<file path="src/rtl/tag_dir_pkg.sv">
/* Tag directory package
   Sizes, index and request types, and per-bank status shared by the banked directory */

package tag_dir_pkg;

  // Bank organisation
  localparam int NUM_BANKS  = 4;
  localparam int BANK_BITS  = 2;

  // Slots inside one bank
  localparam int BANK_DEPTH = 8;
  localparam int SLOT_BITS  = 3;

  // Stored tag width
  localparam int TAG_WIDTH  = 12;

  typedef logic [TAG_WIDTH-1:0] tag_t;
  typedef logic [BANK_BITS-1:0] bank_t;
  typedef logic [SLOT_BITS-1:0] slot_t;

  // Global directory index, bank in the upper bits
  typedef struct packed {
    bank_t bank;
    slot_t slot;
  } dir_index_t;

  // Allocation strobe with its tag
  typedef struct packed {
    logic  enable;
    tag_t  tag;
  } alloc_req_t;

  // Eviction strobe with the global index to free
  typedef struct packed {
    logic       enable;
    dir_index_t index;
  } evict_req_t;

  // Everything one bank reports back to the merge logic
  typedef struct packed {
    logic  full;
    logic  empty;
    slot_t free_slot;  // lowest free slot, 0 when full
    logic  hit;
    slot_t hit_slot;   // lowest matching slot, 0 on a miss
  } bank_status_t;

endpackage

</file>
<file path="src/rtl/bank_result_merge.sv">
/* Bank result merge
   Combines per-bank status into global allocation, search and occupancy outputs */

module bank_result_merge (
  input  tag_dir_pkg::bank_status_t bank_status [tag_dir_pkg::NUM_BANKS],
  input  tag_dir_pkg::bank_t        home_bank,
  output tag_dir_pkg::dir_index_t   alloc_index,
  output logic                      alloc_blocked,
  output logic                      search_hit,
  output tag_dir_pkg::dir_index_t   search_index,
  output logic                      full,
  output logic                      empty
);

  import tag_dir_pkg::*;

  // Status of the bank the current allocation maps to
  bank_status_t home_status;

  assign home_status = bank_status[home_bank];

  // Allocation result, blocked regardless of the enable
  always_comb begin
    alloc_index.bank = home_bank;
    alloc_index.slot = home_status.free_slot;
    alloc_blocked    = home_status.full;
  end

  // Search across banks, lowest bank wins
  always_comb begin
    search_hit   = 1'b0;
    search_index = '0;
    for (int b = 0; b < NUM_BANKS; b++) begin
      if (bank_status[b].hit && !search_hit) begin
        search_hit        = 1'b1;
        search_index.bank = bank_t'(b);
        search_index.slot = bank_status[b].hit_slot;
      end
    end
  end

  // Occupancy reduction
  always_comb begin
    full  = 1'b1;
    empty = 1'b1;
    for (int b = 0; b < NUM_BANKS; b++) begin
      // Every bank must agree
      full  = full  && bank_status[b].full;
      empty = empty && bank_status[b].empty;
    end
  end

endmodule

</file>
<file path="src/rtl/bank_steering.sv">
/* Bank steering
   Sends allocations to the tag's home bank and decodes evictions to a single bank */

module bank_steering (
  input  tag_dir_pkg::alloc_req_t   alloc,
  input  tag_dir_pkg::evict_req_t   evict,
  input  tag_dir_pkg::bank_status_t bank_status [tag_dir_pkg::NUM_BANKS],
  output tag_dir_pkg::alloc_req_t   bank_alloc  [tag_dir_pkg::NUM_BANKS],
  output tag_dir_pkg::evict_req_t   bank_evict  [tag_dir_pkg::NUM_BANKS],
  output tag_dir_pkg::bank_t        home_bank
);

  import tag_dir_pkg::*;

  // Home bank comes from the low tag bits
  assign home_bank = alloc.tag[BANK_BITS-1:0];

  // Allocation routing
  always_comb begin
    for (int b = 0; b < NUM_BANKS; b++) begin
      // Tag is shared, only the enable is steered
      bank_alloc[b].tag = alloc.tag;
      // A full home bank drops the request
      bank_alloc[b].enable = alloc.enable
                          && (home_bank == bank_t'(b))
                          && !bank_status[b].full;
    end
  end

  // Eviction decode
  always_comb begin
    for (int b = 0; b < NUM_BANKS; b++) begin
      // Full index travels along, bank uses the slot part
      bank_evict[b].index  = evict.index;
      bank_evict[b].enable = evict.enable && (evict.index.bank == bank_t'(b));
    end
  end

endmodule

</file>
<file path="src/rtl/first_set_index.sv">
/* First set index
   Binary position of the lowest set bit in a slot vector, plus an any-set flag */

module first_set_index (
  input  logic [tag_dir_pkg::BANK_DEPTH-1:0] bits,
  output tag_dir_pkg::slot_t                 position,
  output logic                               any
);

  import tag_dir_pkg::*;

  // Scan upward, keep the first hit only
  always_comb begin
    position = '0;
    any      = 1'b0;
    for (int i = 0; i < BANK_DEPTH; i++) begin
      if (bits[i] && !any) begin
        position = slot_t'(i);
        any      = 1'b1;
      end
    end
  end

  // Position stays at 0 when nothing is set

endmodule

</file>
<file path="src/rtl/tag_dir_top.sv">
/* Banked tag directory top
   Steering, four directory banks and result merge wired together */

module tag_dir_top (
  input  logic                    clock,
  input  logic                    resetn,
  input  tag_dir_pkg::alloc_req_t alloc,
  input  tag_dir_pkg::tag_t       search_tag,
  input  tag_dir_pkg::evict_req_t evict,
  output tag_dir_pkg::dir_index_t alloc_index,
  output logic                    alloc_blocked,
  output logic                    search_hit,
  output tag_dir_pkg::dir_index_t search_index,
  output logic                    full,
  output logic                    empty
);

  import tag_dir_pkg::*;

  // Per-bank request and status buses
  alloc_req_t   bank_alloc  [NUM_BANKS];
  evict_req_t   bank_evict  [NUM_BANKS];
  bank_status_t bank_status [NUM_BANKS];
  bank_t        home_bank;

  // Request steering into the banks
  bank_steering u_steering (
    .alloc       ( alloc       ),
    .evict       ( evict       ),
    .bank_status ( bank_status ),
    .bank_alloc  ( bank_alloc  ),
    .bank_evict  ( bank_evict  ),
    .home_bank   ( home_bank   )
  );

  // Banks, search tag broadcast to all
  for (genvar b = 0; b < NUM_BANKS; b++) begin : g_bank
    tag_directory u_bank (
      .clock      ( clock          ),
      .resetn     ( resetn         ),
      .alloc      ( bank_alloc[b]  ),
      .search_tag ( search_tag     ),
      .evict      ( bank_evict[b]  ),
      .status     ( bank_status[b] )
    );
  end

  // Global results
  bank_result_merge u_merge (
    .bank_status   ( bank_status   ),
    .home_bank     ( home_bank     ),
    .alloc_index   ( alloc_index   ),
    .alloc_blocked ( alloc_blocked ),
    .search_hit    ( search_hit    ),
    .search_index  ( search_index  ),
    .full          ( full          ),
    .empty         ( empty         )
  );

endmodule

</file>
<file path="src/rtl/tag_directory.sv">
/* Tag directory bank
   Stores tags with valid bits; allocates to the first free slot, searches and evicts */

module tag_directory (
  input  logic                      clock,
  input  logic                      resetn,
  input  tag_dir_pkg::alloc_req_t   alloc,
  input  tag_dir_pkg::tag_t         search_tag,
  input  tag_dir_pkg::evict_req_t   evict,
  output tag_dir_pkg::bank_status_t status
);

  import tag_dir_pkg::*;

  // Tag storage and per-slot valid bits
  tag_t                  tags [BANK_DEPTH];
  logic [BANK_DEPTH-1:0] valid;

  // Free slot lookup
  slot_t free_slot;
  logic  has_free;

  // Search lookup
  logic [BANK_DEPTH-1:0] match;
  slot_t                 hit_slot;
  logic                  hit;

  // Lowest invalid slot is the allocation target
  first_set_index u_free_finder (
    .bits     ( ~valid    ),
    .position ( free_slot ),
    .any      ( has_free  )
  );

  // Compare the search tag against every valid entry
  always_comb begin
    for (int i = 0; i < BANK_DEPTH; i++) begin
      match[i] = valid[i] && (tags[i] == search_tag);
    end
  end

  // Duplicates resolve to the lowest slot
  first_set_index u_hit_finder (
    .bits     ( match    ),
    .position ( hit_slot ),
    .any      ( hit      )
  );

  // Eviction applied last so it overrides a same-slot allocation
  always_ff @(posedge clock or negedge resetn) begin
    if (!resetn) begin
      valid <= '0;
    end else begin
      if (alloc.enable && has_free) begin
        valid[free_slot] <= 1'b1;
      end
      if (evict.enable) begin
        valid[evict.index.slot] <= 1'b0;
      end
    end
  end

  // Tag write into the allocated slot
  always_ff @(posedge clock) begin
    if (alloc.enable && has_free) begin
      tags[free_slot] <= alloc.tag;
    end
  end

  // Pack the bank report
  always_comb begin
    status.full      = !has_free;
    status.empty     = ~|valid;
    status.free_slot = free_slot;
    status.hit       = hit;
    status.hit_slot  = hit_slot;
  end

endmodule

</file>
<file path="config.mk">
export PLATFORM = sky130hd
export DESIGN_NAME = tag_dir_top
export DESIGN_NICKNAME = d
export VERILOG_FILES = /design/src/rtl/tag_dir_pkg.sv /design/src/rtl/bank_result_merge.sv /design/src/rtl/bank_steering.sv /design/src/rtl/first_set_index.sv /design/src/rtl/tag_dir_top.sv /design/src/rtl/tag_directory.sv
export SDC_FILE = /design/constraint.sdc
export NUM_CORES = 1
export LEC_CHECK = 0
export BUFFER_PORTS_ARGS = -buffer_cell sky130_fd_sc_hd__buf_4
export CELL_PAD_IN_SITES_DETAIL_PLACEMENT = 2
export CELL_PAD_IN_SITES_GLOBAL_PLACEMENT = 2
export CORE_MARGIN = 8
export CORE_UTILIZATION = 30
export CTS_CLUSTER_SIZE = 14
export DETAILED_ROUTE_END_ITERATION = 12
export GPL_TIMING_DRIVEN = 0
export PLACE_DENSITY_LB_ADDON = 0.08
export SYNTH_ARGS = -nofsm -noshare
export SYNTH_HDL_FRONTEND = slang
export SYNTH_SLANG_ARGS = --single-unit
</file>
<file path="constraint.sdc">
create_clock -name clock -period 5.2 [get_ports clock]
set_input_delay 0.52 -clock clock [delete_from_list [all_inputs] [get_ports clock]]
set_output_delay 0.52 -clock clock [all_outputs]
set_load 0.02 [all_outputs]
</file>
**Word level (Yosys, flattened, before mapping)**

Memories as Yosys holds them, arrays and structs flattened.
Cells that the tools add are included.

- Bits in registers: 32
- RAM bits: 384
- Output and inout bits: 14
- Memories kept: 4

- $lt $le $gt $ge: 11
- Eq/ne operators: 38
- Mux-type cells: 157
- Bitwise logic cells: 14
- Reduce and logical (&&, ||, !) cells: 191

Memories:

| memory | words | bits a word | read ports | clocked after Yosys merged registers in | write ports | RTL line | source |
|---|---|---|---|---|---|---|---|
| g_bank[0].u_bank.tags | 8 | 12 | 8 | 0 | 1 | tag_directory.sv:16 | `tag_t tags [BANK_DEPTH];` |
| g_bank[1].u_bank.tags | 8 | 12 | 8 | 0 | 1 | tag_directory.sv:16 |  |
| g_bank[2].u_bank.tags | 8 | 12 | 8 | 0 | 1 | tag_directory.sv:16 |  |
| g_bank[3].u_bank.tags | 8 | 12 | 8 | 0 | 1 | tag_directory.sv:16 |  |

Operators with widths:

| cell | number |
|---|---|
| == test 12 bit | 32 |
| 2-to-1 mux 3 bit | 49 |
| logical AND 1 bit | 118 |
| 2-to-1 mux 1 bit | 89 |
| zero test 1 bit | 67 |
| 2-to-1 mux 8 bit | 8 |
| NOT 8 bit | 5 |
| AND 8 bit | 4 |
| OR 8 bit | 4 |
| OR reduction 8 bit | 4 |
| < comparator 3 x 4 -> 1 bit, second input constant | 5 |
| binary-select mux 9 bit (select 2 bit) | 1 |
| 2-to-1 mux 9 bit | 2 |
| demux 1 bit (select 3 bit) | 5 |
| >= comparator 3 x 1 -> 1 bit, second input constant | 5 |
| 2-to-1 mux 5 bit | 3 |
| == test 2 bit, second input constant | 4 |
| == test 2 x 1 -> 1 bit, second input constant | 2 |
| zero test 2 bit | 2 |
| >= comparator 3 bit, second input constant | 1 |
| NOT 2 -> 3 bit | 1 |

**Depth between registers and ports, before layout**

An unclocked memory read counts as a cell.

- Depth after elaboration: 35
- Gate-level depth with buffers: 11
- Depth with buffers taken out: 8

**Cells and area by module**

A second synthesis with hierarchy kept.

- Cell total of the unflattened synthesis: 1383
- Area total of the unflattened synthesis: 19695.1 µm²

Modules (own cells, without submodules):

| module | times used | cells each | area an instance (µm²) | sequential area each (µm²) |
|---|---|---|---|---|
| tag_directory | 4 | 291 | 4546.9 | 3083.0 |
| first_set_index | 8 | 14 | 82.6 | 0.0 |
| bank_steering | 1 | 78 | 606.8 | 0.0 |
| bank_result_merge | 1 | 29 | 240.2 | 0.0 |

**Worst setup path after synthesis**

Ideal clock, no wire load.

- Path kind: input port to output port
- Start point: input search_tag[2]
- End point: output search_index[0] (netlist bit)
- Arrival time: 2.431 ns
- Data required time: 4.680 ns
- Setup slack: 2.249 ns
- Stages on the path: 9
- Path buffers: 1
- Path through: buf_6 > xnor2_1 > nand3_1 > or4_1 > nor4b_1 > and3_1 > or3b_4 > nor3_2 > a211o_1

RTL lines:

| what | RTL line | source |
|---|---|---|
| start, declared | tag_dir_top.sv:8 | `input tag_dir_pkg::tag_t search_tag,` |
| end, declared | tag_dir_top.sv:13 | `output tag_dir_pkg::dir_index_t search_index,` |

==> metrics.md <==
| Metric | Value |
|---|---|
| CP Max Fanout | 4 |
| Crit-path cells | xnor2_1 -> nand3_1 -> nor4_1 -> nor4_1 -> and3_1 -> a311oi_1 -> o31ai_1 -> a22o_1 -> buf_4 |
| Average wire per standard cell | between 20 and 30 um |
| Die width | about 270 um |
| Initial core utilization | 30.3% |
| Relative slew slack | between 7 and 8% |
| Met3 routed WL | ~1400 um |
| Worst path depth | 9 |
| Largest net degree at the start of global routing | 35 |
| Final Hold Fails | 0 |
| Met1 wire length | between 20,000 and 30,000 um |
| Syn. warnings | 0 |
| Mapped Avg Cell Area | around 15 sq um |
| RSZ-0062 raised after global routing | false |
| Core outline area | 0.0617 sq mm |
| Top cell by count, worst path | nor4_1 |
| Area of the die | 0.0706 sq mm |
| Post-Place Cells | roughly 2,100 |
| Vias/cell | ~5 |
| Hold slack final | between 0.4 and 0.5 ns |
| Placed Area | a little over 0.02 sq mm |
| PD cells | 395 mW/mm^2 |
| Static Leak | 6.71 nW |
| Via count | 10,900 |
| Required @ worst endpoint | around 4.7 ns |
| Routed Antenna Nets | 0 |
| WP data arrival | about 3.8 ns |
| Post-synthesis instance area | 0.0187 sq mm |
| Top Family by Delay on Critical Path | simple AND/OR/NAND/NOR gates |
| Row cnt | 91 |
| Syn Nets | between 1,000 and 1,500 |
| Routability cong. | between 0.7 and 0.8 |
| R2R cell count | 5 |
| Fmax | 231 MHz |
| Crit path launch type | flip-flop |
| Finished Cell Area | around 0.022 sq mm |
| GRT overflow | 0 |
| Status | finished, final reports clean |
| Maximum VDD drop | about 0.22 mV |
| Final Max Slew Viols | 0 |
| Flops & latches, synth | 416 |
| Max layer used | met4 |
| CTS Buffer Depth | 3 |
| Seq/Total Area, Yosys | around 66% |
| Netlist cell types | 55 |
| Finish-stage setup viols | 0 |
| Post-synth EDFFs | 384 |
| Post-cts repair resize count | 0 |
| Port bufs | 34 |
| Hold Path Depth | 3 |
| First-pass GRT wire length | ~91,000 um |
| Crit end category | primary output |
| Met2 WL | 31,300 um |
| Tightest Pin Transition | about 1.4 ns |
| Clock latency on the worst-skew pair | around 0.58 ns |
| Root Buffer | clkbuf_16 |
| DP HPWL | approximately 40,000 um |
| Initial antenna violation count | 0 |
| Slowest CP cell | nor4_1 |
| Largest stage delay on the critical path | 1.08 ns |
| Non-filler cells, final | 2,238 |
| Detailed Route WL | between 60,000 and 70,000 um |
| Multi-input logic area | 0.00574 sq mm |
| CTS Hold Bufs | 1 |
| Final TNS setup | 0 ns |
| Cts bufs inserted | 49 |
| Worst hold path class | input pin to flip-flop |
| H-Tree Depth | 2 |
| CP bufs+invs | 1 |
| Number of global-route vias before repair | roughly 12,000 |
| CTS tree | built |
| Final #Nets | roughly 1,400 |
| Filler cell count | 6,296 |
| 1st-iter DRT viols | about 630 |
| Asr flop ratio synth | 7.69% |
| CP Class | flip-flop to primary output |
| Storage element area | 0.0123 sq mm |
| Max-cap violations | 0 |
| Drt drc | 0 |
| Clk sink count | 416 |
| Fin crit share | slightly above 80% |
| First-pass DRT Iterations | 5 |
| Die height | 266 um |
| Layout area overhead | 15.9% |
| Pwr Total | between 8 and 9 mW |
| CTS clock-pin slew for the worst setup and hold paths | 0.06 ns |
| Ys flop type | edfxtp_1 |
| GRT Util Overall | between 10% and 20% |
| Synth Instances | between 1,000 and 1,500 |
| Fraction of layout cells with a size suffix above 1 | 12.9% |
| Min cycle time layout | between 4 and 5 ns |
| Io pins | 47 |
| Setup Skew | 0.0163 ns |
| Postcts setup bufs | 0 |
==> cells in the mapped netlist, types with 3 or more instances <==
cell       instances  share of area [%]
nor3b_1            5               0.20
inv_1             22               0.44
o2bb2ai_1          3               0.14
nand2_1           64                1.3
xor2_1            37                1.7
buf_8              5               0.40
nor2_1            44               0.88
nand3b_1           3               0.12
buf_4              3               0.12
or4_1              3               0.12
nand4_1           64                2.1
mux4_2             3               0.36
dfrtp_1           32                4.3
nor3_1            19               0.51
nor2b_1            3               0.10
o22a_1            16               0.75
nand2b_1          11               0.37
edfxtp_1         384                 62
a21oi_1           11               0.29
a32o_1             4               0.21
nand3_1           47                1.3
buf_6             41                2.5
o21ai_0           10               0.27
xnor2_1          337                 16
or2_2              5               0.17
a2bb2oi_1         16               0.75
and3_1             3               0.10
nor4_1            42                1.4
==> power breakdown <==
part | leakage [nW] | switching [mW] | total, mW | internal, mW
registers | 3.86 | 0.229 | 4.11 | 3.88
logic | 2.09 | 0.655 | 1.07 | 0.412
clock network | 0.749 | 1.40 | 3.38 | 1.98
total | 6.71 | 2.28 | 8.55 | 6.27
==> worst reg2reg max path: stages (launching register included) <==
cell and delay (ns):
dfrtp_1 0.47, nand4_1 0.19, nor2_1 0.10, a32o_1 0.31, or2_2 0.37, nor2_1 0.98
==> state kept, by name, summed over array words and instances, names as in the netlist <==
name                 cells
g_bank.u_bank.valid     32
g_bank.u_bank.tags     384
==> cells by family after synthesis <==
logic type | Yosys count | share of synthesized area (%)
XOR/XNOR | 376 | 17.7
AO/OA/AOI/OAI | 80 | 3.31
multiplexers | 3 | 0.361
AND/OR/NAND/NOR | 322 | 9.13
buffers and inverters | 74 | 3.58
flip-flops | 416 | 65.9
==> placed cells by master, fill, tap and decap left out, types with 6 or more instances in the layout <==
cell type / Yosys / final
a21oi_1: 11 / 11
a2bb2oi_1: 16 / 16
buf_4: 3 / 37
buf_6: 41 / 47
clkbuf_1: 1 / 13
clkbuf_16: 0 / 51
clkinv_1: 0 / 9
clkinv_2: 0 / 6
dfrtp_1: 32 / 32
edfxtp_1: 384 / 384
inv_1: 22 / 22
nand2_1: 64 / 64
nand2b_1: 11 / 11
nand3_1: 47 / 47
nand4_1: 64 / 64
nor2_1: 44 / 42
nor3_1: 19 / 13
nor3_2: 1 / 7
nor4_1: 42 / 42
o21ai_0: 10 / 10
o22a_1: 16 / 16
xnor2_1: 337 / 337
xor2_1: 37 / 37
==> worst paths after layout <==
kind	slack, ns	end	from
hold / removal	0.42	g_bank[1].u_bank.valid[4]$_DFF_PN0_	evict[4]
hold reg to reg	0.63	g_bank[1].u_bank.valid[7]$_DFF_PN0_	g_bank[1].u_bank.valid[7]$_DFF_PN0_
min in group asynchronous	0.49	g_bank[1].u_bank.valid[3]$_DFF_PN0_	resetn
setup / recovery	0.88	search_index[1]	g_bank[1].u_bank.tags[3][0]$_DFFE_PP_
max in group asynchronous	4.35	g_bank[2].u_bank.valid[2]$_DFF_PN0_	resetn
setup reg to reg	2.35	g_bank[2].u_bank.tags[2][2]$_DFFE_PP_	g_bank[2].u_bank.valid[1]$_DFF_PN0_
==> final cells by class <==
| cell class | count | share of cell area (%) |
|---|---|---|
| plain buffers | 52 | 2.71 |
| repair buffers | 41 | 1.54 |
| multi-input cells | 781 | 26.5 |
| clock inverters | 22 | 0.855 |
| inverters | 22 | 0.381 |
| flip-flops and latches | 416 | 56.9 |
| clock buffers | 66 | 6.29 |
| well taps | 837 | 4.83 |
| diodes | 1 | 0.0115 |
==> through the flow <==
stage | worst slack, ns | util [%]
final | 0.877 | 35.1
after global routing | 0.729 | 35.1
after CTS | 0.791 | 35.1
after detailed placement | 0.941 | 32.6
after global placement | 0.959 | 32.4
after floorplan | 2.25 | -
==> layer usage <==
metal	vias up	GRT usage (%)
met4	0	4.27
met1	5829	24.6
met2	150	30.9
met3	60	1.95
met5	-	0
li1	4843	-
(Power assumes the default switching activity.)
